File: src/ads1292_pkg.sv
// ADS1292 read-data frame layout and SPI reader state encoding
// Imported by the reader stage and by the sample interface

package ads1292_pkg;

	// ==========================================================
	// RDATAC frame layout
	// ==========================================================
	// 24-bit status word, then channel 1, then channel 2, MSB first
	localparam int FRAME_BITS = 72;
	localparam int CH_BITS    = 24;
	localparam int HDR_BITS   = 4;    // Top nibble of the status word

	// Status word always begins with 1100 on a healthy frame
	localparam logic [HDR_BITS-1:0] STATUS_HDR = 4'b1100;

	// ==========================================================
	// Reader FSM
	// ==========================================================
	typedef enum logic [1:0] {
		IDLE,     // Waiting for DRDY falling edge
		SELECT,   // CSN low, lead-in before first SCLK
		SHIFT,    // Clocking frame bits in
		HOLD      // Sample parked, offered downstream
	} reader_state_t;

endpackage

File: src/uart_pkg.sv
// Host packet layout and state encoding for the UART side
// Imported by the framer and the serializer stages

package uart_pkg;

	// ==========================================================
	// Packet layout
	// ==========================================================
	// Byte 0 is the sequence number, bytes 1..6 carry ch1 then ch2
	localparam int PKT_BYTES = 7;
	localparam int PKT_BITS  = PKT_BYTES * 8;  // 56, same as the old UART word

	typedef logic [7:0] seq_t;   // Wraps at 255

	// ==========================================================
	// Serializer FSM
	// ==========================================================
	typedef enum logic [1:0] {
		IDLE,    // Line high, ready for a packet
		START,   // Start bit, line low
		DATA,    // Eight data bits, LSB first
		STOP     // Stop bit, line high
	} tx_state_t;

endpackage

File: src/sample_if.sv
// One two-channel sample passed from the SPI reader to the framer
// Valid/ready handshake, transfer on a clock edge with both high

`timescale 1ns/1ps

interface sample_if import ads1292_pkg::*; ();

	logic [CH_BITS-1:0] ch1;   // Channel 1 raw code
	logic [CH_BITS-1:0] ch2;   // Channel 2 raw code
	logic               valid; // Sample offered, held until taken
	logic               ready; // Sink can take it

	// Reader side
	modport source (
		output ch1, ch2, valid,
		input  ready
	);

	// Framer side
	modport sink (
		input  ch1, ch2, valid,
		output ready
	);

endinterface

File: src/ads1292_spi_reader.sv
// Reads one ADS1292 RDATAC frame per DRDY falling edge over SPI mode 1
// Checks the status header and parks good samples for the framer

`timescale 1ns/1ps

module ads1292_spi_reader import ads1292_pkg::*; #(
	parameter int CLK_DIV = 2                 // Clocks per SCLK half period
) (
	input  logic     i_clk,
	input  logic     i_rst_n,
	input  logic     i_drdy_n,                // Data ready, active low
	input  logic     i_miso,
	output logic     o_sclk,
	output logic     o_csn,
	output logic     o_sync_err,              // Sticky, bad header seen
	output logic     o_overrun,               // Sticky, DRDY while busy
	sample_if.source sample
);

	localparam int DIV_W = (CLK_DIV > 1) ? $clog2(CLK_DIV) : 1;
	localparam int CNT_W = $clog2(FRAME_BITS + 1);

	reader_state_t         state;
	logic [2:0]            drdy_sync;         // [1:0] sync chain, [2] edge history
	logic                  drdy_fall;
	logic [DIV_W-1:0]      div_cnt;
	logic                  div_tick;
	logic [CNT_W-1:0]      bit_cnt;           // Falling SCLK edges so far
	logic                  frame_done;
	logic                  sclk_fall;
	logic [FRAME_BITS-1:0] shift_q;
	logic                  hdr_ok;
	logic [CH_BITS-1:0]    ch1_q, ch2_q;      // Hold register

	// ==========================================================
	// DRDY synchronizer and edge detect
	// ==========================================================
	always_ff @(posedge i_clk or negedge i_rst_n) begin
		if (!i_rst_n)
			drdy_sync <= '1;                  // Line idles high
		else
			drdy_sync <= {drdy_sync[1:0], i_drdy_n};
	end
	assign drdy_fall = drdy_sync[2] & ~drdy_sync[1];

	assign div_tick   = (div_cnt == DIV_W'(CLK_DIV - 1));
	assign frame_done = (bit_cnt == CNT_W'(FRAME_BITS));
	assign sclk_fall  = (state == SHIFT) && o_sclk && div_tick && !frame_done;
	assign hdr_ok     = (shift_q[FRAME_BITS-1 -: HDR_BITS] == STATUS_HDR);

	// ==========================================================
	// Control FSM
	// ==========================================================
	always_ff @(posedge i_clk or negedge i_rst_n) begin
		if (!i_rst_n) begin
			state      <= IDLE;
			o_csn      <= 1'b1;
			o_sclk     <= 1'b0;
			div_cnt    <= '0;
			bit_cnt    <= '0;
			o_sync_err <= 1'b0;
			o_overrun  <= 1'b0;
		end else begin
			if (drdy_fall && state != IDLE)
				o_overrun <= 1'b1;            // Frame lost, chip moved on
			case (state)
				IDLE: if (drdy_fall) begin
					o_csn   <= 1'b0;
					div_cnt <= '0;
					bit_cnt <= '0;
					state   <= SELECT;
				end
				SELECT: if (div_tick) begin   // CSN setup time done
					div_cnt <= '0;
					o_sclk  <= 1'b1;
					state   <= SHIFT;
				end else
					div_cnt <= div_cnt + 1'b1;
				SHIFT: if (frame_done) begin
					o_csn <= 1'b1;            // Release chip
					if (hdr_ok)
						state <= HOLD;
					else begin
						o_sync_err <= 1'b1;   // Frame dropped
						state      <= IDLE;
					end
				end else if (div_tick) begin
					div_cnt <= '0;
					o_sclk  <= ~o_sclk;
					if (o_sclk)
						bit_cnt <= bit_cnt + 1'b1;
				end else
					div_cnt <= div_cnt + 1'b1;
				HOLD: if (sample.ready)
					state <= IDLE;            // Framer took it
				default: state <= IDLE;
			endcase
		end
	end

	// Frame shift and hold register, MSB first
	always_ff @(posedge i_clk) begin
		if (sclk_fall)
			shift_q <= {shift_q[FRAME_BITS-2:0], i_miso};
		if (state == SHIFT && frame_done && hdr_ok) begin
			ch1_q <= shift_q[2*CH_BITS-1:CH_BITS];
			ch2_q <= shift_q[CH_BITS-1:0];
		end
	end

	assign sample.ch1   = ch1_q;
	assign sample.ch2   = ch2_q;
	assign sample.valid = (state == HOLD);

endmodule

File: src/sample_framer.sv
// Wraps each accepted sample in a 7-byte, sequence-numbered host packet
// Holds one packet until the serializer takes it

`timescale 1ns/1ps

module sample_framer import ads1292_pkg::*; import uart_pkg::*; (
	input  logic                i_clk,
	input  logic                i_rst_n,
	sample_if.sink              sample,
	output logic [PKT_BITS-1:0] o_pkt_data,
	output logic                o_pkt_valid,
	input  logic                i_pkt_ready
);

	seq_t seq_q;       // Next sequence number to stamp
	logic take;        // Sample transfer this cycle

	// Reorder a channel so its MSB byte lands in the lowest byte slot
	function automatic logic [CH_BITS-1:0] msb_first(input logic [CH_BITS-1:0] v);
		return {v[7:0], v[15:8], v[23:16]};
	endfunction

	// Room when empty, or when the held packet leaves this cycle
	assign sample.ready = !o_pkt_valid || i_pkt_ready;
	assign take         = sample.valid && sample.ready;

	// ==========================================================
	// Packet register and sequence counter
	// ==========================================================
	always_ff @(posedge i_clk or negedge i_rst_n) begin
		if (!i_rst_n) begin
			o_pkt_valid <= 1'b0;
			seq_q       <= '0;
		end else begin
			if (take) begin
				o_pkt_valid <= 1'b1;
				seq_q       <= seq_q + 1'b1;
			end else if (i_pkt_ready)
				o_pkt_valid <= 1'b0;      // Drained, nothing new
		end
	end

	// Byte 0 seq, bytes 1..3 ch1, bytes 4..6 ch2
	always_ff @(posedge i_clk) begin
		if (take)
			o_pkt_data <= {msb_first(sample.ch2), msb_first(sample.ch1), seq_q};
	end

endmodule

File: src/uart_tx_serializer.sv
// Sends one 56-bit packet as seven back-to-back 8N1 UART bytes
// Byte 0 first, each byte LSB first, line idles high

`timescale 1ns/1ps

module uart_tx_serializer import uart_pkg::*; #(
	parameter int CLKS_PER_BIT = 8            // Clock cycles per UART bit
) (
	input  logic                i_clk,
	input  logic                i_rst_n,
	input  logic [PKT_BITS-1:0] i_pkt_data,
	input  logic                i_pkt_valid,
	output logic                o_pkt_ready,
	output logic                o_txd
);

	localparam int BAUD_W = (CLKS_PER_BIT > 1) ? $clog2(CLKS_PER_BIT) : 1;

	tx_state_t           state;
	logic [BAUD_W-1:0]   baud_cnt;
	logic                bit_end;             // Last cycle of current bit
	logic [2:0]          bit_idx;             // Data bit within byte
	logic [2:0]          byte_idx;            // Byte within packet
	logic [PKT_BITS-1:0] shift_q;             // Latched packet, shifts right

	assign o_pkt_ready = (state == IDLE);
	assign bit_end     = (baud_cnt == BAUD_W'(CLKS_PER_BIT - 1));

	// ==========================================================
	// Bit timing and line FSM
	// ==========================================================
	always_ff @(posedge i_clk or negedge i_rst_n) begin
		if (!i_rst_n) begin
			state    <= IDLE;
			o_txd    <= 1'b1;
			baud_cnt <= '0;
			bit_idx  <= '0;
			byte_idx <= '0;
		end else begin
			if (state == IDLE || bit_end)
				baud_cnt <= '0;
			else
				baud_cnt <= baud_cnt + 1'b1;
			case (state)
				IDLE: if (i_pkt_valid) begin
					o_txd    <= 1'b0;         // Start bit of byte 0
					byte_idx <= '0;
					state    <= START;
				end
				START: if (bit_end) begin
					o_txd   <= shift_q[0];
					bit_idx <= '0;
					state   <= DATA;
				end
				DATA: if (bit_end) begin
					if (bit_idx == 3'd7) begin
						o_txd <= 1'b1;        // Stop bit
						state <= STOP;
					end else begin
						o_txd   <= shift_q[0];
						bit_idx <= bit_idx + 1'b1;
					end
				end
				STOP: if (bit_end) begin
					if (byte_idx == 3'(PKT_BYTES - 1))
						state <= IDLE;        // Packet done, line stays high
					else begin
						o_txd    <= 1'b0;
						byte_idx <= byte_idx + 1'b1;
						state    <= START;
					end
				end
				default: state <= IDLE;
			endcase
		end
	end

	// Packet latch, one bit consumed per data bit sent
	always_ff @(posedge i_clk) begin
		if (state == IDLE && i_pkt_valid)
			shift_q <= i_pkt_data;
		else if (bit_end && (state == START || (state == DATA && bit_idx != 3'd7)))
			shift_q <= shift_q >> 1;
	end

endmodule

File: src/khu_sensor_top.sv
// Sensor acquisition top: ADS1292 SPI reader, packet framer, UART TX
// Single clock; timing parameters are set here and passed down

`timescale 1ns/1ps

module khu_sensor_top import uart_pkg::*; #(
	parameter int CLK_DIV      = 2,   // SCLK half period in clocks
	parameter int CLKS_PER_BIT = 8    // UART bit time in clocks
) (
	input  logic i_clk,
	input  logic i_rst_n,
	input  logic i_drdy_n,            // ADS1292 DRDY, active low
	input  logic i_miso,              // ADS1292 DOUT
	output logic o_sclk,
	output logic o_csn,
	output logic o_txd,               // To host PC
	output logic o_sync_err,
	output logic o_overrun
);

	// ==========================================================
	// Internal links
	// ==========================================================
	sample_if u_sample ();            // Reader to framer

	logic [PKT_BITS-1:0] w_pkt_data;  // Framer to serializer
	logic                w_pkt_valid;
	logic                w_pkt_ready;

	ads1292_spi_reader #(.CLK_DIV(CLK_DIV)) u_reader (
		.i_clk      (i_clk),
		.i_rst_n    (i_rst_n),
		.i_drdy_n   (i_drdy_n),
		.i_miso     (i_miso),
		.o_sclk     (o_sclk),
		.o_csn      (o_csn),
		.o_sync_err (o_sync_err),
		.o_overrun  (o_overrun),
		.sample     (u_sample.source)
	);

	sample_framer u_framer (
		.i_clk       (i_clk),
		.i_rst_n     (i_rst_n),
		.sample      (u_sample.sink),
		.o_pkt_data  (w_pkt_data),
		.o_pkt_valid (w_pkt_valid),
		.i_pkt_ready (w_pkt_ready)
	);

	uart_tx_serializer #(.CLKS_PER_BIT(CLKS_PER_BIT)) u_uart_tx (
		.i_clk       (i_clk),
		.i_rst_n     (i_rst_n),
		.i_pkt_data  (w_pkt_data),
		.i_pkt_valid (w_pkt_valid),
		.o_pkt_ready (w_pkt_ready),
		.o_txd       (o_txd)
	);

endmodule

File: config.mk
export PLATFORM = sky130hd
export DESIGN_NAME = khu_sensor_top
export DESIGN_NICKNAME = d
export VERILOG_FILES = /design/src/ads1292_pkg.sv /design/src/uart_pkg.sv /design/src/sample_if.sv /design/src/ads1292_spi_reader.sv /design/src/sample_framer.sv /design/src/uart_tx_serializer.sv /design/src/khu_sensor_top.sv
export SDC_FILE = /design/constraint.sdc
export NUM_CORES = 1
export LEC_CHECK = 0
export BUFFER_PORTS_ARGS = -buffer_cell sky130_fd_sc_hd__buf_2
export CORE_UTILIZATION = 62
export CTS_CLUSTER_DIAMETER = 40
export DETAILED_ROUTE_END_ITERATION = 6
export PLACE_DENSITY = 0.77
export SLEW_MARGIN = 20
export SYNTH_ARGS = -nofsm -noshare
export SYNTH_HDL_FRONTEND = slang
export SYNTH_HIERARCHICAL = 1
export SYNTH_SLANG_ARGS = --single-unit
File: constraint.sdc
create_clock -name i_clk -period 5.9 [get_ports i_clk]
set_input_delay 0.885 -clock i_clk [delete_from_list [all_inputs] [get_ports i_clk]]
set_output_delay 0.885 -clock i_clk [all_outputs]
set_load 0.01 [all_outputs]
# Word-level counts from Yosys, hierarchy flattened
# Cells that the tools add are included.
# W data, S select, Z words.
# totals
register_bits,270
inputBits,4
# classes
addsub,6
n_eq_ne,26
mux,48
n_bitwise,4
reduce_logical,35
# op_table
operator,count
$mux W56,2
$mux W7,4
$mux W3,7
$mux W2,10
$ne A2 B1 Y1 const B,10
$mux W1,16
$pmux W2 S4,2
$reduce_and A4 Y1,4
$reduce_and A5 Y1,3
$pmux W7 S2,1
$reduce_bool A2 Y1,7
$pmux W3 S2,2
$logic_and A1 B1 Y1,10
$add A3 B1 Y3 const B,3
$eq A3 B3 Y1 const B,3
$reduce_and A3 Y1,3
$add A8 B1 Y8 const B,1
$eq A2 B2 Y1 const B,4
$ne A2 B2 Y1 const B,4
$add A7 B1 Y7 const B,1
$eq A7 B7 Y1 const B,1
$eq A2 B1 Y1 const B,2
$eq A4 B4 Y1 const B,1
$logic_not A2 Y1,2
10 further kinds,16

# Depth between registers and ports, before layout
# Gate-level depths: netlist of the first run.
# logic_depth
depth_word,6
mapped_depth,8

# By module
# The synthesis of the first run kept the hierarchy.
# modules_own_cells
mod,n_inst,cells_per_inst,area_per_inst_um2
ads1292_spi_reader,1,215,4574.4
uart_tx_serializer,1,196,3165.5
sample_framer,1,91,2138.3

# Least setup slack after synthesis of the first run
# Ideal clock, no wire load.
# synth_path
kind,register to register
start,register u_uart_tx.bit_idx[0]
end,"register u_uart_tx.shift_q[0], enable pin"
setup_ps,547
t_arrival_ps,4876
required_ps,5353
path_slack_ps,477
path_stages_with_launch,6
path_cell_list,dfrtp_1 ha_1 ha_1 inv_1 a21oi_1 o21ai_0
# synth_via
elab_chain_len,5
# synth_lines
element,line_no,source
start: declaration,uart_tx_serializer.sv:22,logic [2:0] bit_idx;
start signal: assignment,uart_tx_serializer.sv:61,bit_idx <= bit_idx + 1'b1;
$ne A3 B3 Y1,uart_tx_serializer.sv:82,else if (bit_end && (state == START || (state == DATA && bit_idx != 3'd7)))
$logic_and A1 B1 Y1,uart_tx_serializer.sv:82,
$logic_or A1 B1 Y1,uart_tx_serializer.sv:82,
$logic_and A1 B1 Y1,uart_tx_serializer.sv:82,
$reduce_bool A2 Y1 (no source line),-,
end signal: assignment,uart_tx_serializer.sv:81,shift_q <= i_pkt_data;
end signal: assignment,uart_tx_serializer.sv:83,shift_q <= shift_q >> 1;
end: declaration,uart_tx_serializer.sv:24,logic [PKT_BITS-1:0] shift_q;
# No other way between the ends.
# A chain may end at the register's enable or synchronous reset.

# Final worst setup path of the first run
# layout_path
start,register u_reader.state[0]
end,register u_reader.bit_cnt[4]
# layout_via
elab_chain_len,3
word_cells_on_any_way,9
cone_classes,eq/ne: 5; mux: 1; reduce/logical: 3
# layout_lines
element,line_no,source
start: declaration,ads1292_spi_reader.sv:23,reader_state_t state;
start signal: assignment,ads1292_spi_reader.sv:56,state <= IDLE;
start signal: assignment,ads1292_spi_reader.sv:71,state <= SELECT;
start signal: assignment,ads1292_spi_reader.sv:76,state <= SHIFT;
$eq A2 B2 Y1 / $logic_not A2 Y1 (equally long branches),ads1292_spi_reader.sv:66,case (state)
"$ne A2 B1 Y1 (no source line), or another cell as far along",-,
$reduce_and A5 Y1 (no source line),-,
end signal: assignment,ads1292_spi_reader.sv:91,bit_cnt <= bit_cnt + 1'b1;
end: declaration,ads1292_spi_reader.sv:28,logic [CNT_W-1:0] bit_cnt;
# Parallel ways exist; a longest one is shown, timed or not.

==> metrics.md, run 1 <==
| Metric | Value |
|---|---|
| Area fraction of the dominant cell type after synthesis | 0.705 |
| Pins Over Slew Limit | 0 |
| Cts bufs inserted | 29 |
| Die X | 128 um |
| DR pass1 iterations | 4 |
| CP endpoint kind | register |
| Outcome | complete, no violations |
| Diode count | 0 |
| Clock sink count | 270 |
| CP Launch Type | register |
| Yosys top cell by area | edfxtp_1 |
| Starting Density | 0.643 |
| Cts hold-fix bufs | 0 |
| Site row count | 45 |
| CTS tree | done |
| Max_cap viols | 0 |
| Final antenna-violating net count | 0 |
| Max frequency | 0.347 GHz |
| Max-slew headroom | 0.342 |
| P&R area growth vs syn | 12.0% |
| Share of cells above drive strength 1 | 0.231 |
| Final Hold Viols | 0 |
| Core Box Area | around 0.015 mm2 |
| Tcrit/Tclk final | 0.489 |
| Largest net degree at the start of global routing | slightly above 80 |
| Pwr/cell area | between 400 and 500 mW/mm2 |
| Initial antenna violation count | 0 |
| Distinct cells, synth | 62 |
| Most frequent cell after synthesis | edfxtp_1 |
| Final Critical Period | between 2 and 3 ns |
| GRT Util Overall | 0.188 |
| Final core utilization | 0.719 |
| Die Area | roughly 0.016 mm2 |
| Die H | between 100 and 150 um |
| Clock Root Buffer | clkbuf_16 |
| Worst endpoint data arrival time | about 3.3 ns |
| Slew @ Worst Pin | a little under 1 ns |
| Sum of negative setup slack | 0 ns |
| DR DRC count | 0 |
| Post-detail-place hpwl | 7.54 mm |
| # resized after CTS | 0 |
| Routed wire per std cell | around 19 um |
| Final Non-Filler Cells | between 700 and 800 |
| Clock slew seen by the registers of the worst setup and hold paths | ~0.06 ns |
| Post-synthesis sequential area ratio | 0.802 |
| Area of the mapped netlist | just under 0.01 mm2 |
| First-pass GRT wire length | approximately 24 mm |
| Congestion Overflow GR | 0 |
| Initial DRC count | roughly 330 |
| Worst Skew | 0.0155 ns |
| Count of buffers from port buffering | 8 |
| Cells after Synth | ~500 |
| Syn Nets | 524 |
| Pre-CTS setup slack | 3.05 ns |
| Yosys warns | 6 |
| Fillcell total | ~900 |
| Syn Area/Cell | around 20 um2 |
| Min-delay worst type | register to register |
| Post-Route WL | ~14 mm |
| EDFF count, synth | 232 |
| Worst-Skew Late Latency | roughly 0.54 ns |
| Post-layout nets | around 550 |
| Commonest cells in the netlist | 232 x edfxtp_1, 46 x mux2_2, 33 x dfrtp_1, 18 x ha_1, 14 x inv_1 |
| Placed cell count | 712 |
| GPL Wtd Cong | approximately 0.75 |
| CTS H-tree depth | 1 |
| CP max FO | 80 |
| Post-synth top flop | edfxtp_1 |
| Synthesized flop and latch total | 270 |
| Post-CTS Setup Inserts | 0 |
| Setup Viol. Count Final | 0 |
| Number of global-route vias before repair | approximately 4600 |
| Vias | roughly 4300 |
| Worst setup margin | 3.01 ns |
| Crit path required time | about 6.3 ns |
| Leakage | between 3 and 4 nW |
| Vias per cell | 5.67 |
| Synth top area cells | edfxtp_1 71%, dfrtp_1 8.4%, mux2_2 5.2% |
| Setup CP Type | register to register |
| # IOs | 9 |
| Maximum vdd drop | between 0.3 and 0.4 mV |
| FFs w/ async S/R, synth | 0.141 |
| Unrepaired setup endpoints after global routing | false |
| Max Buffers Root-to-Sink | 3 |
## power by group
group          internal (W)  total [W]  switching (W)
logic              0.000407    0.00103       0.000618
clock network       0.00101    0.00175       0.000740
registers           0.00257    0.00272       0.000150
## logic make-up after synthesis
group / after synthesis / synth area share
AOI/OAI and AO/OA: 55 / 0.0428
xor gates and xnor gates: 7 / 0.00621
adders and majority gates: 18 / 0.0228
buffers and inverters: 29 / 0.0190
DFF: 270 / 0.802
muxes: 59 / 0.0675
and+or+nand+nor: 64 / 0.0395
## routing by layer
layer / part of all wire / GRT usage / wire [um]
met5: 0 / 0 / 0
met2: 0.49 / 0.307 / 7050
met3: 0.036 / 0.0371 / 511
met4: 0.026 / 0.0671 / 373
met1: 0.44 / 0.257 / 6340
## cells in the final DEF (no fill, tap or decap), drive strengths merged, types with 8 or more instances in the layout
cell and count:
a21oi 10, a31oi 9, buf 13, clkbuf 30
clkinv 14, dfrtp 33, edfxtp 232, ha 18
inv 20, mux2 58, nand2 12, nand3 8
o21ai 9
## layout make-up
class                   count  area (um2)  area share
clock inverters            24         223      0.0201
clock buffers              30         729      0.0660
multi-input cells         203        1790       0.161
well taps                 211         264      0.0239
flip-flops and latches    270        7920       0.716
repair buffers             13        77.6     0.00701
inverters                  15        56.3     0.00509
## worst max-delay path, stage by stage (launching register included)
cell,delay (ns)
dfrtp_1,0.42
inv_1,0.15
ha_1,0.51
nand3_1,0.23
a21oi_4,0.16
buf_4,0.75
o211ai_1,0.25
a32o_1,0.27
## path summary, 6_finish.rpt
kind / startpoint / to / slack [ns] / cells past startpoint
max in group asynchronous: i_rst_n / u_reader/o_overrun$_DFFE_PN0P_ / 4.90 / 1
worst min register to register: u_reader/drdy_sync[0]$_DFF_PN1_ / u_reader/drdy_sync[1]$_DFF_PN1_ / 0.36 / 0
worst min-delay path: u_reader/drdy_sync[0]$_DFF_PN1_ / u_reader/drdy_sync[1]$_DFF_PN1_ / 0.36 / 0
min in group asynchronous: i_rst_n / u_uart_tx/baud_cnt[0]$_DFF_PN0_ / 0.45 / 1
worst max register to register: u_reader/state[0]$_DFFE_PN0P_ / u_reader/bit_cnt[4]$_DFFE_PN0P_ / 3.01 / 7
worst max-delay path: u_reader/state[0]$_DFFE_PN0P_ / u_reader/bit_cnt[4]$_DFFE_PN0P_ / 3.01 / 7
## metrics by stage
step	cell area (um2)	power (W)	hold WS (ns)
after floorplan	9880	0.00356	0.345
after global placement	10100	0.00369	0.347
after detailed placement	10100	0.00376	0.350
after CTS	11100	0.00554	0.369
after global routing	11100	0.00574	0.380
final	11100	0.00549	0.363
## state kept, by name, indices dropped and copies added (netlist names), 2 cells and up
register and cells:
u_framer/o_pkt_data 56, u_uart_tx/state 2, u_reader/sample.ch1 24, u_reader/state 2, u_uart_tx/baud_cnt 3, u_reader/sample.ch2 24
u_uart_tx/bit_idx 3, u_reader/bit_cnt 7, u_reader/shift_q 72, u_reader/drdy_sync 3, u_framer/seq_q 8, u_uart_tx/byte_idx 3
u_uart_tx/shift_q 56
Note: power is estimated with default switching activity, not from simulation.
==> run 2: changes to the inputs <==
clock period = 2.9 ns   (was 5.9 ns; I/O delays follow)
==> metrics.md, run 2 (same netlist as run 1, synthesis figures left out) <==
| Metric | Value |
|---|---|
| Core Box Area | 0.0154 mm2 |
| Clock group share of total power | 0.331 |
| Max frequency | 0.425 GHz |
| Initial DRC count | between 300 and 400 |
| Share of cells above drive strength 1 | 0.235 |
| Worst Skew | 0.0129 ns |
| R2r setup slk | ~0.55 ns |
| Post-layout nets | 559 |
| Cts hold-fix bufs | 1 |
| Setup Viol. Count Final | 0 |
| Vias per cell | roughly 5.7 |
| Design internal power | roughly 0.0085 W |
| Largest net degree at the start of global routing | 62 |
| CP Launch Type | register |
| Count of buffers from port buffering | 8 |
| P_sw | approximately 0.0030 W |
| Slew @ Worst Pin | ~0.86 ns |
| Worst Reg-to-Reg Cells | 7 |
| Clock sink count | 270 |
| Final Hold Viols | 0 |
| Starting Density | 0.643 |
| Final antenna-violating net count | 0 |
| Number of global-route vias before repair | 4595 |
| R2r endpoint | u_reader/bit_cnt[1]$_DFFE_PN0P_ |
| Max Buffers Root-to-Sink | 3 |
| Biggest register | u_reader/shift_q |
| First-pass GRT wire length | about 24 mm |
| Vias | between 4000 and 5000 |
| Final Non-Filler Cells | just under 800 |
| # IOs | 9 |
| Sum of negative setup slack | 0 ns |
| Max_cap viols | 0 |
| Crit path required time | around 3.4 ns |
| Worst endpoint data arrival time | ~2.8 ns |
| Pins Over Slew Limit | 0 |
| Congestion Overflow GR | 0 |
| Clock slew seen by the registers of the worst setup and hold paths | around 0.060 ns |
| Min-delay worst type | input pin to async pin |
| DR pass1 iterations | 4 |
| Outcome | complete, no violations |
| Combinational Power Share | 0.189 |
| Max-slew headroom | 0.428 |
| CP max stage cell | ha_1 |
| Die H | 128 um |
| Post-CTS Setup Inserts | 0 |
| Crit-path cells | inv_1, ha_1, nand3_1, a21oi_4, buf_12, o21a_2, mux2i_1 |
| Die X | 128 um |
| Post-Route WL | approximately 14 mm |
| Most frequent cells in the layout | 232 x edfxtp_1, 46 x mux2_2, 33 x dfrtp_1, 31 x clkbuf_16, 18 x ha_1 |
| Leakage | roughly 4 nW |
| Tcrit/Tclk final | 0.811 |
| Seq pwr share | 0.480 |
| Final Critical Period | 2.35 ns |
| GPL Wtd Cong | 0.757 |
| Pwr/cell area | 1020 mW/mm2 |
| Crit-path max cell delay | 0.48 ns |
| Die Area | about 0.016 mm2 |
| Diode count | 0 |
| DR DRC count | 0 |
| Setup CP Type | register to register |
| CTS H-tree depth | 1 |
| Clock Root Buffer | clkbuf_16 |
| Initial antenna violation count | 0 |
| CP Buf/Inv Count | 2 |
| Max reg flops | just over 70 |
| CTS tree | done |
| Placed cell count | between 700 and 800 |
| Cts bufs inserted | 31 |
| Crit-path leading delay family | compound AO/OA/AOI/OAI gates |
| Post-detail-place hpwl | ~7.3 mm |
| Top Registers | u_reader/shift_q x72, u_framer/o_pkt_data x56, u_uart_tx/shift_q x56 |
| Worst-Skew Late Latency | between 0.5 and 0.6 ns |
| Fillcell total | 844 |
| Maximum vdd drop | roughly 0.56 mV |
| CP max FO | just over 60 |
| # resized after CTS | 0 |
| GRT Util Overall | 0.187 |
| Worst reg2reg path startpoint | u_reader/state[0]$_DFFE_PN0P_ |
| P&R area growth vs syn | 13.8% |
| Site row count | between 40 and 50 |
| Unrepaired setup endpoints after global routing | false |
| Tot Pwr | 0.0115 W |
| CP endpoint kind | register |
| Sw Ratio | 0.263 |
| Commonest non-fill, non-tap cell in the layout | edfxtp_1 |
| Routed wire per std cell | between 15 and 20 um |
run 2: area by class of cell:
cell class / instances / area [um2] / area share
clock inverter: 22 / 235 / 0.0209
clock buffer: 35 / 791 / 0.0704
timing repair buffer: 16 / 178 / 0.0158
inverter: 15 / 56.3 / 0.00501
tap: 211 / 264 / 0.0235
multi-input combinational: 203 / 1790 / 0.159
sequential: 270 / 7920 / 0.705
run 2: metal layers:
metal | GRT usage | share of wire | vias up
met2 | 0.308 | 0.49 | 85
met4 | 0.0588 | 0.018 | 0
met1 | 0.262 | 0.46 | 2242
met3 | 0.0271 | 0.033 | 22
li1 | - | - | 2033
met5 | 0 | 0 | -
run 2: worst reg2reg max path, stage by stage (launching register included):
cell and delay (ns):
dfrtp_1 0.43, inv_1 0.13, ha_1 0.48, nand3_1 0.23, a21oi_4 0.24, buf_12 0.31, o21a_2 0.26, mux2i_1 0.19
run 2: worst max path at each step:
stage / cells past startpoint / to / startpoint / slack, ns
after floorplan: 5 / u_uart_tx/shift_q[0]$_DFFE_PP_ / u_uart_tx/bit_idx[0]$_DFFE_PN0P_ / 0.06
final: 7 / u_reader/bit_cnt[1]$_DFFE_PN0P_ / u_reader/state[0]$_DFFE_PN0P_ / 0.55
after detailed placement: 7 / u_reader/bit_cnt[1]$_DFFE_PN0P_ / u_reader/state[0]$_DFFE_PN0P_ / 0.57
after global placement: 5 / u_uart_tx/shift_q[15]$_DFFE_PP_ / u_uart_tx/state[0]$_DFFE_PN0P_ / 0.68
after global routing: 7 / u_reader/bit_cnt[1]$_DFFE_PN0P_ / u_reader/state[0]$_DFFE_PN0P_ / 0.42
after CTS: 7 / u_reader/bit_cnt[1]$_DFFE_PN0P_ / u_reader/state[0]$_DFFE_PN0P_ / 0.51
run 2: power groups by stage:
stage	clock network, W	logic (W)	registers [W]
after floorplan	0	0.00171	0.00551
after global placement	0	0.00204	0.00554
after detailed placement	0	0.00216	0.00557
after CTS	0.00389	0.00219	0.00552
after global routing	0.00405	0.00237	0.00558
final	0.00380	0.00216	0.00551
run 2: through the flow:
stage | cell area, um2 | worst slack, ns | util | hold WS, ns
global route | 11200 | 0.418 | 0.731 | 0.0686
CTS | 11200 | 0.515 | 0.731 | 0.0327
finish | 11200 | 0.548 | 0.731 | 0.0114
global placement | 10200 | 0.676 | 0.664 | 0.345
detailed placement | 10200 | 0.565 | 0.664 | 0.347
floorplan | 9890 | 0.0595 | - | 0.139
==> run 3: changes to the inputs <==
CORE_UTILIZATION = 56   (was 62)
PLACE_DENSITY = 0.74   (was 0.77)
clock period = 1.95 ns   (was 2.9 ns; I/O delays follow)
==> metrics.md, run 3 (same netlist as run 1, synthesis figures left out) <==
| Metric | Value |
|---|---|
| Outcome | complete, no violations |
| Vias | roughly 4400 |
| Max frequency | 0.539 GHz |
| Number of global-route vias before repair | ~4500 |
| GPL Wtd Cong | roughly 0.78 |
| # IOs | 9 |
| P_sw | between 0.004 and 0.005 W |
| Most frequent cells in the layout | 232 x edfxtp_1, 46 x mux2_2, 35 x clkbuf_16, 31 x dfrtp_1, 13 x ha_1 |
| Combinational Power Share | 0.192 |
| Tcrit/Tclk final | 0.951 |
| Share of cells above drive strength 1 | 0.283 |
| CTS H-tree depth | 2 |
| Max-slew headroom | 0.594 |
| Worst setup margin | ~0.095 ns |
| DR pass1 iterations | 4 |
| Final Non-Filler Cells | around 800 |
| Congestion Overflow GR | 0 |
| Pre-CTS setup slack | about 0.0044 ns |
| Worst Skew | ~0.015 ns |
| Clock slew seen by the registers of the worst setup and hold paths | 0.06 ns |
| Core Box Area | ~0.017 mm2 |
| Final antenna-violating net count | 0 |
| Worst Reg-to-Reg Cells | 5 |
| Final core utilization | 0.676 |
| Final Hold Viols | 0 |
| Max reg flops | approximately 70 |
| Pwr/cell area | 1580 mW/mm2 |
| Setup CP Type | register to register |
| Placed cell count | approximately 740 |
| Cts bufs inserted | 34 |
| Initial antenna violation count | 0 |
| Leakage | slightly above 4 nW |
| Die H | 135 um |
| Top Registers | u_reader/shift_q x72, u_framer/o_pkt_data x56, u_uart_tx/shift_q x56 |
| Site row count | 48 |
| Sw Ratio | 0.255 |
| Worst-Skew Late Latency | about 0.5 ns |
| DR DRC count | 0 |
| Clock sink count | between 200 and 300 |
| Post-detail-place hpwl | just under 8 mm |
| Clock group share of total power | 0.361 |
| Die Area | between 0.015 and 0.02 mm2 |
| Maximum vdd drop | 0.843 mV |
| P&R area growth vs syn | 18.0% |
| Min-delay worst type | input pin to async pin |
| CP Launch Type | register |
| Unrepaired setup endpoints after global routing | false |
| Crit-path max cell delay | ~0.44 ns |
| Clock Root Buffer | clkbuf_16 |
| Post-layout nets | 574 |
| Setup Viol. Count Final | 0 |
| Commonest non-fill, non-tap cell in the layout | edfxtp_1 |
| Biggest register | u_reader/shift_q |
| GRT Util Overall | 0.168 |
| Max Buffers Root-to-Sink | 3 |
| Vias per cell | 5.46 |
| First-pass GRT wire length | between 20 and 25 mm |
| Pins Over Slew Limit | 0 |
| Crit-path cells | inv_2, ha_4, nand3_2, a21oi_4, buf_12 |
| Routed wire per std cell | 17.8 um |
| Sum of negative setup slack | 0 ns |
| Diode count | 0 |
| Max_cap viols | 0 |
| Count of buffers from port buffering | 8 |
| Worst endpoint data arrival time | around 2.0 ns |
| CP endpoint kind | register |
| Post-Route WL | between 10 and 15 mm |
| Final Critical Period | around 1.9 ns |
| Slew @ Worst Pin | 0.609 ns |
| Design internal power | ~0.014 W |
| Largest net degree at the start of global routing | 49 |
| CP max stage cell | dfrtp_2 |
| CP max FO | 45 |
| Die X | approximately 130 um |
| CTS tree | done |
| Seq pwr share | 0.447 |
| Initial DRC count | between 200 and 300 |
| Crit path required time | 2.12 ns |
| Starting Density | 0.573 |
[run 3: worst paths after layout]
check | from | end | slack (ns)
worst max-delay path | u_reader/state[0]$_DFFE_PN0P_ | u_reader/shift_q[17]$_DFFE_PP_ | 0.1
worst min-delay path | i_rst_n | u_framer/seq_q[5]$_DFFE_PN0P_ | 0.35
worst max register to register | u_reader/state[0]$_DFFE_PN0P_ | u_reader/shift_q[17]$_DFFE_PP_ | 0.1
worst min register to register | u_reader/drdy_sync[0]$_DFF_PN1_ | u_reader/drdy_sync[1]$_DFF_PN1_ | 0.36
max in group asynchronous | i_rst_n | u_reader/drdy_sync[1]$_DFF_PN1_ | 0.96
min in group i_clk | u_reader/drdy_sync[0]$_DFF_PN1_ | u_reader/drdy_sync[1]$_DFF_PN1_ | 0.36
[run 3: power by group through the flow]
stage | clock [W] | combinational (W) | sequential, W
floorplan | 0 | 0.00265 | 0.00818
global placement | 0 | 0.00330 | 0.00825
detailed placement | 0 | 0.00345 | 0.00831
CTS | 0.00676 | 0.00353 | 0.00822
global route | 0.00702 | 0.00383 | 0.00831
finish | 0.00664 | 0.00352 | 0.00822
[run 3: layer usage]
metal  up-vias  wire [um]  global-route usage
met4         0        300              0.0655
met3        29        616              0.0454
met1      2205       6370               0.221
met2        88       6990               0.268
met5         -          0                   0
li1       2054          -                   -
[run 3: what timing repair did]
action	in CTS	in global routing
resized for setup	0	4
buffers inserted	1	0
pin swaps	1	1
hold endpoints to repair	25	0
endpoints found under the setup margin	2	22
hold buffers	3	0
[run 3: through the flow]
step	cell area (um2)	power, W	hold WS [ns]
6_report	11700	0.0184	0.351
4_1_cts	11600	0.0185	0.361
3_5_place_dp	10400	0.0118	0.338
5_1_grt	11700	0.0192	0.368
2_1_floorplan	9980	0.0108	-0.00309
3_3_place_gp	10400	0.0116	0.319
[run 3: worst max-delay path, delay by kind of cell, from the launching register on]
kind            cells  cell delay (ns)
compound gates      1             0.30
buf+inv             2             0.42
flops               1             0.44
simple gates        1             0.11
fa+ha+maj           1             0.25
[run 3: cell type report]
type / instances / area, um2
timing repair buffer: 28 / 298
fill: 1045 / 5580
multi-input combinational: 203 / 1870
tap: 225 / 282
inverter: 15 / 60.1
clock inverter: 21 / 333
sequential: 270 / 7930
clock buffer: 39 / 891
